File: config.mk
export PLATFORM = sky130hd
export DESIGN_NAME = terminal_host_top
export DESIGN_NICKNAME = d
export VERILOG_FILES = /design/src/hdl/terminal_pkg.sv /design/src/hdl/terminal_host_top.sv /design/src/hdl/dram_status_regs.sv /design/src/hdl/dram_port_bridge.sv /design/src/hdl/terminal_router.sv
export SDC_FILE = /design/constraint.sdc
export NUM_CORES = 1
export LEC_CHECK = 0
export BUFFER_PORTS_ARGS = -buffer_cell sky130_fd_sc_hd__buf_2
export CORE_ASPECT_RATIO = 0.8
export CORE_MARGIN = 3
export CORE_UTILIZATION = 40
export CTS_BUF_LIST = sky130_fd_sc_hd__clkbuf_8 sky130_fd_sc_hd__clkbuf_16
export CTS_CLUSTER_SIZE = 14
export DETAILED_ROUTE_END_ITERATION = 12
export GPL_TIMING_DRIVEN = 0
export PLACE_DENSITY = 0.75
export SLEW_MARGIN = 15
export SYNTH_ARGS = -nofsm -noshare
export SYNTH_HDL_FRONTEND = slang
export SYNTH_SLANG_ARGS = --single-unit
File: constraint.sdc
create_clock -name ifclk -period 9.4 [get_ports ifclk]
set_input_delay 1.88 -clock ifclk [delete_from_list [all_inputs] [get_ports ifclk]]
set_output_delay 1.88 -clock ifclk [all_outputs]
set_load 0.01 [all_outputs]
File: src/hdl/terminal_pkg.sv
// Shared definitions for the host register path
// Terminal numbers, bus widths and memory port instruction codes
// Host request and response structs, memory port command and status structs
`default_nettype none

package terminal_pkg;

   // Bus widths
   localparam int DATA_W     = 32;
   localparam int TERM_W     = 16;
   localparam int REG_W      = 32;
   localparam int MEM_ADDR_W = 30;

   // Terminal numbers seen on the host side
   localparam logic [TERM_W-1:0] TERM_DRAM      = 16'd1;
   localparam logic [TERM_W-1:0] TERM_DRAM_CTRL = 16'd2;
   localparam logic [TERM_W-1:0] TERM_DUMMY     = 16'd3;

   localparam logic [DATA_W-1:0] DUMMY_WORD = 32'hBBAA9988;

   // Memory controller port instructions
   localparam logic [2:0] MEM_INSTR_WRITE = 3'd0;
   localparam logic [2:0] MEM_INSTR_READ  = 3'd1;

   // One host register access, strobes held until rdy
   typedef struct packed {
      logic [TERM_W-1:0] term_addr;
      logic [REG_W-1:0]  reg_addr;
      logic              read;
      logic              write;
      logic [DATA_W-1:0] data;
   } host_req_t;

   typedef struct packed {
      logic              rdy;
      logic [DATA_W-1:0] data;
   } host_rsp_t;

   // Signals driven towards the memory controller port
   typedef struct packed {
      logic                  cmd_en;
      logic [2:0]            instr;
      logic [MEM_ADDR_W-1:0] byte_addr;
      logic                  wr_en;
      logic [DATA_W-1:0]     wr_data;
      logic                  rd_en;
   } mem_cmd_t;

   // Signals coming back from the memory controller port
   typedef struct packed {
      logic              cmd_full;
      logic              wr_full;
      logic              rd_empty;
      logic [DATA_W-1:0] rd_data;
      logic              wr_error;
      logic              rd_overflow;
   } mem_status_t;

endpackage

`default_nettype wire
File: src/hdl/terminal_host_top.sv
// Host register path top level
// Terminal router, DRAM port bridge and DRAM control registers
// Memory controller port is brought out as ports
`timescale 1ns/10ps
`default_nettype none

module terminal_host_top #(
   parameter logic [terminal_pkg::MEM_ADDR_W-1:0] MEM_BASE_ADDR = '0
) (
   input  wire                            ifclk,
   input  wire                            rst_n,
   input  wire terminal_pkg::host_req_t   host_req,
   output terminal_pkg::host_rsp_t        host_rsp,
   output terminal_pkg::mem_cmd_t         mem_cmd,
   input  wire terminal_pkg::mem_status_t mem_status,
   input  wire                            calib_done
);

   terminal_pkg::host_req_t dram_req;
   terminal_pkg::host_rsp_t dram_rsp;
   terminal_pkg::host_req_t ctrl_req;
   terminal_pkg::host_rsp_t ctrl_rsp;

   terminal_router terminal_router_inst (
      .host_req (host_req),
      .host_rsp (host_rsp),
      .dram_req (dram_req),
      .dram_rsp (dram_rsp),
      .ctrl_req (ctrl_req),
      .ctrl_rsp (ctrl_rsp)
   );

   dram_port_bridge #(
      .MEM_BASE_ADDR (MEM_BASE_ADDR)
   ) dram_port_bridge_inst (
      .ifclk      (ifclk),
      .rst_n      (rst_n),
      .req        (dram_req),
      .rsp        (dram_rsp),
      .mem_cmd    (mem_cmd),
      .mem_status (mem_status)
   );

   // Shares the port status with the bridge for the error flags
   dram_status_regs dram_status_regs_inst (
      .ifclk      (ifclk),
      .rst_n      (rst_n),
      .req        (ctrl_req),
      .rsp        (ctrl_rsp),
      .mem_status (mem_status),
      .calib_done (calib_done)
   );

endmodule

`default_nettype wire

File: src/hdl/dram_status_regs.sv
// DRAM control terminal registers
// Status word: registered calib_done, sticky wr_error and rd_overflow
// 32-bit scratch register
`timescale 1ns/10ps
`default_nettype none

module dram_status_regs (
   input  wire                            ifclk,
   input  wire                            rst_n,
   input  wire terminal_pkg::host_req_t   req,
   output terminal_pkg::host_rsp_t        rsp,
   input  wire terminal_pkg::mem_status_t mem_status,
   input  wire                            calib_done
);

   localparam logic [terminal_pkg::REG_W-1:0] REG_STATUS  = 32'd0;
   localparam logic [terminal_pkg::REG_W-1:0] REG_SCRATCH = 32'd1;

   logic                            calib_q;
   logic                            wr_error_q;
   logic                            rd_overflow_q;
   logic [terminal_pkg::DATA_W-1:0] scratch;
   logic                            status_wr;

   assign status_wr = req.write && (req.reg_addr == REG_STATUS);

   always_ff @(posedge ifclk) begin
      if (!rst_n) begin
         calib_q       <= 1'b0;
         wr_error_q    <= 1'b0;
         rd_overflow_q <= 1'b0;
         scratch       <= '0;
      end else begin
         calib_q <= calib_done;
         // Write one to clear, a new error in the same cycle wins
         wr_error_q    <= (wr_error_q & ~(status_wr & req.data[1]))
                        | mem_status.wr_error;
         rd_overflow_q <= (rd_overflow_q & ~(status_wr & req.data[2]))
                        | mem_status.rd_overflow;
         if (req.write && (req.reg_addr == REG_SCRATCH)) begin
            scratch <= req.data;
         end
      end
   end

   // Zero-wait terminal
   always_comb begin
      rsp.rdy = req.read | req.write;
      case (req.reg_addr)
         REG_STATUS:  rsp.data = {29'd0, rd_overflow_q, wr_error_q, calib_q};
         REG_SCRATCH: rsp.data = scratch;
         default:     rsp.data = '0;
      endcase
   end

endmodule

`default_nettype wire

File: src/hdl/dram_port_bridge.sv
// Host to memory controller port bridge
// Single-word writes as a write-data push then a write command
// Single-word reads as a read command, a data wait and a pop
// Stalls on cmd_full, wr_full and rd_empty
`timescale 1ns/10ps
`default_nettype none

module dram_port_bridge #(
   parameter logic [terminal_pkg::MEM_ADDR_W-1:0] MEM_BASE_ADDR = '0
) (
   input  wire                              ifclk,
   input  wire                              rst_n,
   input  wire terminal_pkg::host_req_t     req,
   output terminal_pkg::host_rsp_t          rsp,
   output terminal_pkg::mem_cmd_t           mem_cmd,
   input  wire terminal_pkg::mem_status_t   mem_status
);

   typedef enum logic [2:0] {
      ST_IDLE,
      ST_WR_PUSH,
      ST_WR_CMD,
      ST_RD_CMD,
      ST_RD_WAIT,
      ST_RD_DONE
   } state_t;

   state_t state;
   state_t state_nxt;

   logic [terminal_pkg::MEM_ADDR_W-1:0] mem_addr;
   logic [terminal_pkg::DATA_W-1:0]     rd_word;

   // Register address counts 32-bit words
   assign mem_addr = MEM_BASE_ADDR
                   + {req.reg_addr[terminal_pkg::MEM_ADDR_W-3:0], 2'b00};

   always_ff @(posedge ifclk) begin
      if (!rst_n) begin
         state <= ST_IDLE;
      end else begin
         state <= state_nxt;
      end
   end

   // Read word held until the host takes it
   always_ff @(posedge ifclk) begin
      if (mem_cmd.rd_en) begin
         rd_word <= mem_status.rd_data;
      end
   end

   always_comb begin
      state_nxt         = state;
      mem_cmd           = '0;
      mem_cmd.byte_addr = mem_addr;
      mem_cmd.wr_data   = req.data;
      mem_cmd.instr     = terminal_pkg::MEM_INSTR_WRITE;
      rsp.rdy           = 1'b0;
      rsp.data          = rd_word;

      case (state)
         ST_IDLE: begin
            if (req.write) begin
               state_nxt = ST_WR_PUSH;
            end else if (req.read) begin
               state_nxt = ST_RD_CMD;
            end
         end

         // Data goes in first so the command never runs ahead of it
         ST_WR_PUSH: begin
            if (!mem_status.cmd_full && !mem_status.wr_full) begin
               mem_cmd.wr_en = 1'b1;
               state_nxt     = ST_WR_CMD;
            end
         end

         ST_WR_CMD: begin
            if (!mem_status.cmd_full) begin
               mem_cmd.cmd_en = 1'b1;
               rsp.rdy        = 1'b1;
               state_nxt      = ST_IDLE;
            end
         end

         ST_RD_CMD: begin
            mem_cmd.instr = terminal_pkg::MEM_INSTR_READ;
            if (!mem_status.cmd_full) begin
               mem_cmd.cmd_en = 1'b1;
               state_nxt      = ST_RD_WAIT;
            end
         end

         ST_RD_WAIT: begin
            if (!mem_status.rd_empty) begin
               mem_cmd.rd_en = 1'b1;
               state_nxt     = ST_RD_DONE;
            end
         end

         ST_RD_DONE: begin
            rsp.rdy   = 1'b1;
            state_nxt = ST_IDLE;
         end

         default: begin
            state_nxt = ST_IDLE;
         end
      endcase
   end

endmodule

`default_nettype wire

File: src/hdl/terminal_router.sv
// Host terminal router
// Decodes the terminal address and gates the strobes per terminal
// Selects the addressed terminal's response
// Answers the dummy terminal and unknown terminals locally
`timescale 1ns/10ps
`default_nettype none

module terminal_router (
   input  wire terminal_pkg::host_req_t host_req,
   output terminal_pkg::host_rsp_t      host_rsp,

   output terminal_pkg::host_req_t      dram_req,
   input  wire terminal_pkg::host_rsp_t dram_rsp,

   output terminal_pkg::host_req_t      ctrl_req,
   input  wire terminal_pkg::host_rsp_t ctrl_rsp
);

   logic is_dram;
   logic is_ctrl;
   logic is_dummy;
   logic strobe;

   assign is_dram  = (host_req.term_addr == terminal_pkg::TERM_DRAM);
   assign is_ctrl  = (host_req.term_addr == terminal_pkg::TERM_DRAM_CTRL);
   assign is_dummy = (host_req.term_addr == terminal_pkg::TERM_DUMMY);
   assign strobe   = host_req.read | host_req.write;

   // Address and data go to every terminal, strobes only to the match
   always_comb begin
      dram_req       = host_req;
      dram_req.read  = host_req.read & is_dram;
      dram_req.write = host_req.write & is_dram;
   end

   always_comb begin
      ctrl_req       = host_req;
      ctrl_req.read  = host_req.read & is_ctrl;
      ctrl_req.write = host_req.write & is_ctrl;
   end

   // Response select
   always_comb begin
      if (is_dram) begin
         host_rsp = dram_rsp;
      end else if (is_ctrl) begin
         host_rsp = ctrl_rsp;
      end else if (is_dummy) begin
         host_rsp.rdy  = strobe;
         host_rsp.data = terminal_pkg::DUMMY_WORD;
      end else begin
         // Unknown terminal, zero data and no wait
         host_rsp.rdy  = strobe;
         host_rsp.data = '0;
      end
   end

endmodule

`default_nettype wire

# Word-level counts from Yosys, hierarchy flattened
# Cells that the tools add are included.
[op_classes]
bitwise_logic = 14
muxes = 19
eq_ne = 14
n_reduce_logical = 9
[ops]
columns = ["op", "count"]
rows = [
  ["33-bit two-way mux", 2],
  ["32-bit one-hot mux with 2 select lines", 1],
  ["16-bit by 2-bit == test with 1-bit output (second input constant)", 2],
  ["32-bit by 1-bit == test with 1-bit output (second input constant)", 1],
  ["32-bit logical NOT", 1],
  ["32-bit two-way mux", 1],
  ["3-bit two-way mux", 6],
  ["16-bit by 1-bit == test with 1-bit output (second input constant)", 1],
  ["3-bit one-hot mux with 5 select lines", 1],
  ["1-bit bitwise AND", 8],
  ["1-bit two-way mux", 7],
  ["3-bit by 2-bit == test with 1-bit output (second input constant)", 2],
  ["3-bit == test (second input constant)", 2],
  ["2-bit != test (second input constant)", 3],
  ["5-bit AND reduction", 1],
  ["1-bit bitwise OR", 4],
  ["3-bit by 1-bit == test with 1-bit output (second input constant)", 1],
  ["1-bit logical AND", 3],
  ["3-bit logical NOT", 1],
  ["3-bit by 1-bit != test with 1-bit output (second input constant)", 1],
  ["1-bit logical NOT", 2],
  ["2-bit by 1-bit != test with 1-bit output (second input constant)", 1],
  ["1-bit inverter", 2],
  ["1-bit one-hot mux with 2 select lines", 1],
  ["2-bit OR reduction", 1],
]
[word_totals]
inputBits = 122
register_bits = 70
out_inout_bits = 101
wordCells = 62

# Depth between registers and ports, before layout
# Gate-level depths: netlist (run 1).
[depth]
ltp_word = 7
mapped_depth = 6
depth_no_buf = 5

# Modules after synthesis
# From an unflattened synthesis (run 1), not the netlist that was laid out.
[unflattened]
hier_cells = 578
area_unflattened_um2 = 5255.0
[by_module_without_submodules]
columns = ["module", "cells_per_inst", "seq_area_each_um2", "n_inst", "area_each_um2"]
rows = [
  ["terminal_router", 250, 0.0, 1, 1860.5],
  ["dram_status_regs", 205, 700.7, 1, 1749.2],
  ["dram_port_bridge", 123, 1021.0, 1, 1645.3],
]

# Least setup slack after synthesis (run 1)
# OpenSTA, ideal clock, no wires.
[synth_timing]
path_type = "in2out"
start = "input mem_status[34] in the netlist's numbering"
end = "output mem_cmd[0] in the netlist's numbering"
path_buffers = 0
path_stages = 1
t_required_ns = 7.520
arrival_ns = 4.319
slack_ns = 3.201
path_cell_list = "nor3_1"
[synth_via]
elab_chain_cells = 2
[synth_rtl]
columns = ["item", "line", "text"]
rows = [
  ["start: declaration", "terminal_host_top.sv:15", "input wire terminal_pkg::mem_status_t mem_status,"],
  ["1-bit two-way mux", "dram_port_bridge.sv:96", "if (!mem_status.rd_empty) begin"],
  ["1-bit two-way mux", "dram_port_bridge.sv:62", "case (state)"],
  ["end: declaration", "terminal_host_top.sv:14", "output terminal_pkg::mem_cmd_t mem_cmd,"],
]
# No other way between the ends.

==> results of run 1 <==
==> state kept, by name, indices dropped and copies added (netlist names) <==
| signal | cells |
|---|---|
| dram_port_bridge_inst.rd_word | 32 |
| dram_port_bridge_inst.state | 3 |
| dram_status_regs_inst.calib_q | 1 |
| dram_status_regs_inst.rd_overflow_q | 1 |
| dram_status_regs_inst.scratch | 32 |
| dram_status_regs_inst.wr_error_q | 1 |
==> through the flow <==
step	hold slack (ps)	cell area, um2	utilization
after floorplan	473	3640	-
after global placement	490	4870	0.562
after detailed placement	500	4900	0.565
after CTS	507	5250	0.606
after global routing	544	5250	0.606
final	511	5250	0.606
==> power by group <==
group | leakage [nW] | switching, mW | internal (mW)
clock | 0.170 | 0.122 | 0.266
sequential | 0.594 | 0.000365 | 0.319
combinational | 1.67 | 0.0347 | 0.0482
total | 2.44 | 0.157 | 0.633
==> cell families after synthesis <==
logic type	Yosys count	share of synthesized area
and+or+nand+nor	109	0.177
buffers and inverters	87	0.163
DFF	70	0.474
AOI/OAI and AO/OA	45	0.0844
muxes	36	0.101
other	1	0.00103
==> critical path, cell delays in order <==
cell	delay (ps)
buf_2	110
nor4b_1	560
and4_1	260
clkbuf_1	370
clkbuf_1	480
a22o_1	240
buf_2	140
==> cell type report <==
| cell class | instances | area share |
|---|---|---|
| Tap cell | 112 | 0.0267 |
| Timing Repair Buffer | 220 | 0.212 |
| Clock buffer | 10 | 0.0455 |
| Clock inverter | 6 | 0.0210 |
| Sequential cell | 70 | 0.328 |
| Multi-Input combinational cell | 194 | 0.254 |
| Inverter | 6 | 0.00429 |
| Buffer | 81 | 0.109 |
==> how the worst max path moves through the flow <==
stage	startpoint	endpoint	slack, ps
final	host_req[67]	host_rsp[13]	3480
after global routing	host_req[67]	host_rsp[13]	3240
after CTS	host_req[67]	host_rsp[13]	3430
after detailed placement	host_req[67]	host_rsp[13]	3440
after global placement	mem_status[34]	mem_cmd[0]	1520
after floorplan	mem_status[34]	mem_cmd[0]	3200
==> cells in the final DEF, fill, tap and decap left out, types with 4 or more instances in the layout <==
cell type  count
mux2_2         4
dfxtp_1       38
nor4_1         6
nand3_1       19
nor2_1        21
buf_6          4
and2_1         4
nor2b_1       32
o21ai_0        5
clkbuf_16      9
conb_1         4
inv_1          7
a22o_1        16
nand2_1        5
buf_4         66
a21oi_1       18
nor3_1         4
mux2i_1       32
buf_2        220
nor4_2         4
clkbuf_1      11
edfxtp_1      32
==> layer usage <==
layer	vias to the layer above	track usage	part of all wire
li1	1639	-	-
met1	1454	0.250	0.44
met2	123	0.334	0.48
met3	7	0.0473	0.065
met4	0	0.0511	0.0076
met5	-	0	0
==> run summary, run 1 <==
Outcome -> completed
Async S/R FF share, synth -> 0
Reg-to-Reg Start -> dram_port_bridge_inst.state[0]
RSZ-0062 raised after global routing -> no
Static Leak -> 2.44 nW
# diodes -> 0
Die width -> 113 um
Post-synth top area share -> 0.264
Core box area -> 8670 um2
Worst Path Class, Setup -> input pin to output port
DR DRC count -> 0
Post-Syn Area -> 3630 um2
Worst min-delay path class -> register to register
Worst r2r path cells -> 5
CP Launch Type -> input pin
RePlAce Congestion -> 0.855
Via count -> 3,223
CTS Buffer Depth -> 2
Max_cap viols -> 0
Post-synth EDFFs -> 32
Final wirelength -> 10.3 mm
CTS resizes -> 0
Reg clk slew, reported paths -> 50 ps
Sequential area share after synthesis -> 0.474
Worst Hold Path EP -> dram_port_bridge_inst.state[1]
Wire per inst -> 14.7 um
Post-Layout Cell Count -> 699
Top post-synthesis cells by area -> edfxtp_1 (26%), dfxtp_1 (21%), buf_4 (13%)
Max Clock Freq -> 0.169 GHz
CTS tree -> built
Maximum VDD drop -> 0.102 mV
Worst Min Path Start -> dram_port_bridge_inst.state[1]
Top Ports -> 223
GRT Util Overall -> 0.196
Total Power -> 0.790 mW
Initial drt markers -> 150
Area Growth Syn to Fin -> 44.5%
Hpwl dp -> 8.31 mm
Crit share post-route -> 0.630
Grt ovf -> 0
Post-CTS Setup Bufs -> 0
Final Slew Violations -> 0
Layout cells sized above 1 -> 0.542
Vias in the first global route -> 3,217
WP data required -> 7520 ps
Clock period minus worst slack -> 5920 ps
Top cells by count, synth -> buf_4 (64), dfxtp_1 (38), edfxtp_1 (32), mux2i_1 (32), nor2b_1 (32)
Vias per inst -> 4.61
Initial Util -> 0.419
Number of cells after detailed placement -> 683
Post-Syn Area per Cell -> 10.4 um2
Yosys cell types -> 34
Post-synth top flop -> dfxtp_1
Register area -> 1720 um2
Setup ws final -> 3480 ps
Mapped Cells -> 348
Post-synth top area cell -> edfxtp_1
Reg2reg end -> dram_port_bridge_inst.rd_word[3]
Post-synthesis register bit count -> 70
CP max FO -> 10
Endpoints failing hold -> 0
Reg2reg setup slack -> 7430 ps
YS warnings -> 0
Critical Path Sink Type -> output port
Worst-margin pin slew -> 616 ps
Max-slew headroom -> 0.584
Count of clock tree sinks -> 70
Cell row count -> 30
Nets -> 704
Hold depth -> 2
Clock Latency Late Sink -> 320 ps
PD cells -> 150 nW/um2
CP arrival -> 4040 ps
H-tree levels -> 3
Number of detailed-route iterations in the first pass -> 4
Cts hold-fix bufs -> 0
Antenna-violating nets left -> 0
Most frequent cell after synthesis -> buf_4
Die area -> 10,300 um2
Largest net degree at the start of global routing -> 13
Setup_tns -> 0 ps
Filler cell count -> 774
Initial antenna violation count -> 0
Placement Setup Slack -> 3440 ps
Die height -> 91.2 um
Layout Skew -> 4.63 ps
First-pass GRT wire length -> 15.9 mm
TritonCTS Buffers -> 9
IO Port Bufs -> 217
Final setup fails -> 0
Footprint of the multi-input gates -> 1340 um2
CTS root buf -> clkbuf_16
Note: power is estimated with default switching activity, not from simulation.
==> run 2, diff against run 1 <==
Settings changed: ABC_AREA from default to 1, PLACE_DENSITY 0.75 to 0.74.
Clock period 9.4 ns to 5.6 ns, I/O delays scaled along.
==> run 2 against run 1 <==
Total power is 62% higher. Sequential share of layout area fell by 0.83 points. Cell count rose by 18%. Clock power grew 34%. Area after synthesis up 5.4%. Register-to-register slack worse by 3600 ps. Clock skew grew 1.6 ps. Critical endpoint is now host_rsp[27]. Largest power group is now registers.
==> run summary, run 2 <==
Outcome -> completed
Initial antenna violation count -> 0 (unchanged)
Synth Area in Compound Gates -> 0.0732 (-0.0112)
Worst-margin pin slew -> 651 ps (+35.4 ps)
Initial drt markers -> 158 (+5.3%)
Post-synth top area share -> 0.251 (-0.0136)
Max stage delay cell, worst path -> buf_2
Register area -> 1720 um2 (unchanged)
Reg clk slew, reported paths -> 60 ps (about the same)
Via count -> 3,942 (+22%)
Post-Syn Area -> 3830 um2 (+5.4%)
CTS root buf -> clkbuf_16
IO Port Bufs -> 218 (+0.46%)
GRT Util Overall -> 0.203 (+0.00639)
Post-synthesis adder-cell area fraction -> 0 (unchanged)
Number of detailed-route iterations in the first pass -> 4 (unchanged)
Clock Latency Late Sink -> 330 ps (about the same)
Nets -> 830 (+18%)
Grt ovf -> 0 (unchanged)
Die height -> 93.5 um (+2.5%)
YS warnings -> 0 (unchanged)
Filler cell count -> 878 (+13%)
Sequential area share after synthesis -> 0.449 (-0.0244)
Count of clock tree sinks -> 70 (unchanged)
Post-synth top flop -> dfxtp_1
Worst min-delay path class -> register to register
Post-Layout Cell Count -> 828 (+18%)
Largest net degree at the start of global routing -> 19 (+6)
Footprint of the multi-input gates -> 1470 um2 (+9.8%)
Number of cells after detailed placement -> 812 (+19%)
Area Growth Syn to Fin -> 40.6%
Mapped Cells -> 475 (+36%)
Die width -> 115 um (+2.5%)
# diodes -> 0 (unchanged)
H-tree levels -> 3 (unchanged)
RSZ-0062 raised after global routing -> no
Static Leak -> 2.59 nW (+6.3%)
Post-CTS Setup Bufs -> 0 (unchanged)
Vias per inst -> 4.76 (+3.3%)
CP dominant cell by count -> buf_2
Maximum VDD drop -> 0.142 mV (+40%)
Hpwl dp -> 8.98 mm (+8.0%)
CP arrival -> 2670 ps (-1370 ps)
Endpoints failing hold -> 0 (unchanged)
Layout Skew -> 6.25 ps (+1.62 ps)
Top Ports -> 223 (unchanged)
Post-synthesis register bit count -> 70 (unchanged)
Hold depth -> 2 (unchanged)
Clock period minus worst slack -> 3790 ps
Cell row count -> 31 (+3.3%)
Post-Syn Area per Cell -> 8.07 um2 (-23%)
Crit share post-route -> 0.677
First-pass GRT wire length -> 17.1 mm (+7.6%)
Most frequent cell after synthesis -> nand2_1
Crit-path cells -> buf_2, nor2_1, nand2_1, nor2_2, nand2_1, clkinv_2, nand3_2, buf_2, a21oi_1, buf_2
RePlAce Congestion -> 0.816 (-4.6%)
Final Slew Violations -> 0 (unchanged)
CP max FO -> 10 (unchanged)
Largest family of logic cells by synthesized area -> simple AND/OR/NAND/NOR gates
Final setup fails -> 0 (unchanged)
Worst Path Class, Setup -> input pin to output port
PD cells -> 237 nW/um2 (+58%)
Max Clock Freq -> 0.264 GHz
Worst r2r path cells -> 5 (unchanged)
Max-slew headroom -> 0.565 (-0.0189)
Top cells by count, synth -> nand2_1 (89), nand3_1 (79), buf_4 (72), a21oi_1 (54), nor2_1 (52)
Antenna-violating nets left -> 0 (unchanged)
Top Registers -> dram_port_bridge_inst.rd_word: 32 flops, dram_status_regs_inst.scratch: 32 flops, dram_port_bridge_inst.state: 3 flops
Post-Synth XOR/XNOR Area -> 0 (unchanged)
CTS tree -> built
Max_cap viols -> 0 (unchanged)
TritonCTS Buffers -> 9 (unchanged)
Core box area -> 9190 um2 (+6.0%)
Post-synth top area cell -> edfxtp_1
Design area -> 5390 um2 (+2.6%)
Initial Util -> 0.417 (-0.00228)
CTS Buffer Depth -> 2 (unchanged)
Vias in the first global route -> 3,695 (+15%)
Top post-synthesis cells by area -> edfxtp_1 (25%), dfxtp_1 (20%), buf_4 (14%)
Wire per inst -> 13.7 um (-6.9%)
Yosys cell types -> 30 (-12%)
DR DRC count -> 0 (unchanged)
Slowest stage delay, CP -> 270 ps (-290 ps)
Most frequent cells in the layout -> buf_2 (224), nand2_1 (89), nand3_1 (79)
Placed cell areas -> 5110 um2 (+4.3%)
Async S/R FF share, synth -> 0 (unchanged)
Simple-gate portion of the synthesized area -> 0.304 (+0.127)
CTS resizes -> 0 (unchanged)
Mux contribution to synthesized area -> 0 (-0.101)
Cts hold-fix bufs -> 0 (unchanged)
CP Launch Type -> input pin
Setup_tns -> 0 ps (unchanged)
Final wirelength -> 11.3 mm (+10%)
Layout cells sized above 1 -> 0.471 (-0.0705)
Die area -> 10,800 um2 (+5.1%)
Post-synth EDFFs -> 32 (unchanged)
Most common cell after layout, fill and taps aside -> buf_2
WP data required -> 4480 ps (-3040 ps)
Total Power -> 1.28 mW (+62%)
Critical Path Sink Type -> output port
[run 2: layout make-up]
cell class / instances / share of cell area
Tap cell: 115 / 0.0267
Buffer: 85 / 0.112
Multi-Input combinational cell: 308 / 0.272
Sequential cell: 70 / 0.320
Clock inverter: 7 / 0.00929
Clock buffer: 9 / 0.0418
Inverter: 15 / 0.0107
Timing Repair Buffer: 219 / 0.208
[run 2: routing by layer]
| metal | GRT usage | share of wire |
|---|---|---|
| met1 | 0.248 | 0.41 |
| met5 | 0 | 0 |
| met4 | 0.0684 | 0.015 |
| met3 | 0.0608 | 0.082 |
| met2 | 0.339 | 0.49 |
[run 2: critical path: cells and delay by family]
family	cells	cell delay, ps
buf+inv	4	670
compound gates	1	210
simple gates	5	650
[run 2: report_power, final]
group | switching [mW] | internal (mW)
registers | 0.00625 | 0.545
clock network | 0.217 | 0.301
logic | 0.108 | 0.102
[run 2: cell families (layout without fill, tap and decap cells)]
| kind of cell | after synthesis | in the layout |
|---|---|---|
| compound gates | 56 | 56 |
| buf+inv | 100 | 335 |
| flops | 70 | 70 |
| other cells | 1 | 4 |
| simple gates | 248 | 248 |
[run 2: metrics by stage]
stage | setup slack (ps) | util | hold WS (ps)
2_1_floorplan | 1880 | - | 439
3_3_place_gp | 788 | 0.552 | 450
3_5_place_dp | 1820 | 0.556 | 452
4_1_cts | 1810 | 0.586 | 461
5_1_grt | 1670 | 0.586 | 480
6_report | 1810 | 0.586 | 463
[run 2: path summary, 6_finish.rpt]
check	slack [ps]	endpoint	startpoint
max reg2reg	3810	dram_port_bridge_inst.rd_word[15]	dram_port_bridge_inst.state[1]
max	1810	host_rsp[27]	host_req[75]
min reg2reg	460	dram_status_regs_inst.scratch[11]	dram_status_regs_inst.scratch[11]
min	460	dram_status_regs_inst.scratch[11]	dram_status_regs_inst.scratch[11]
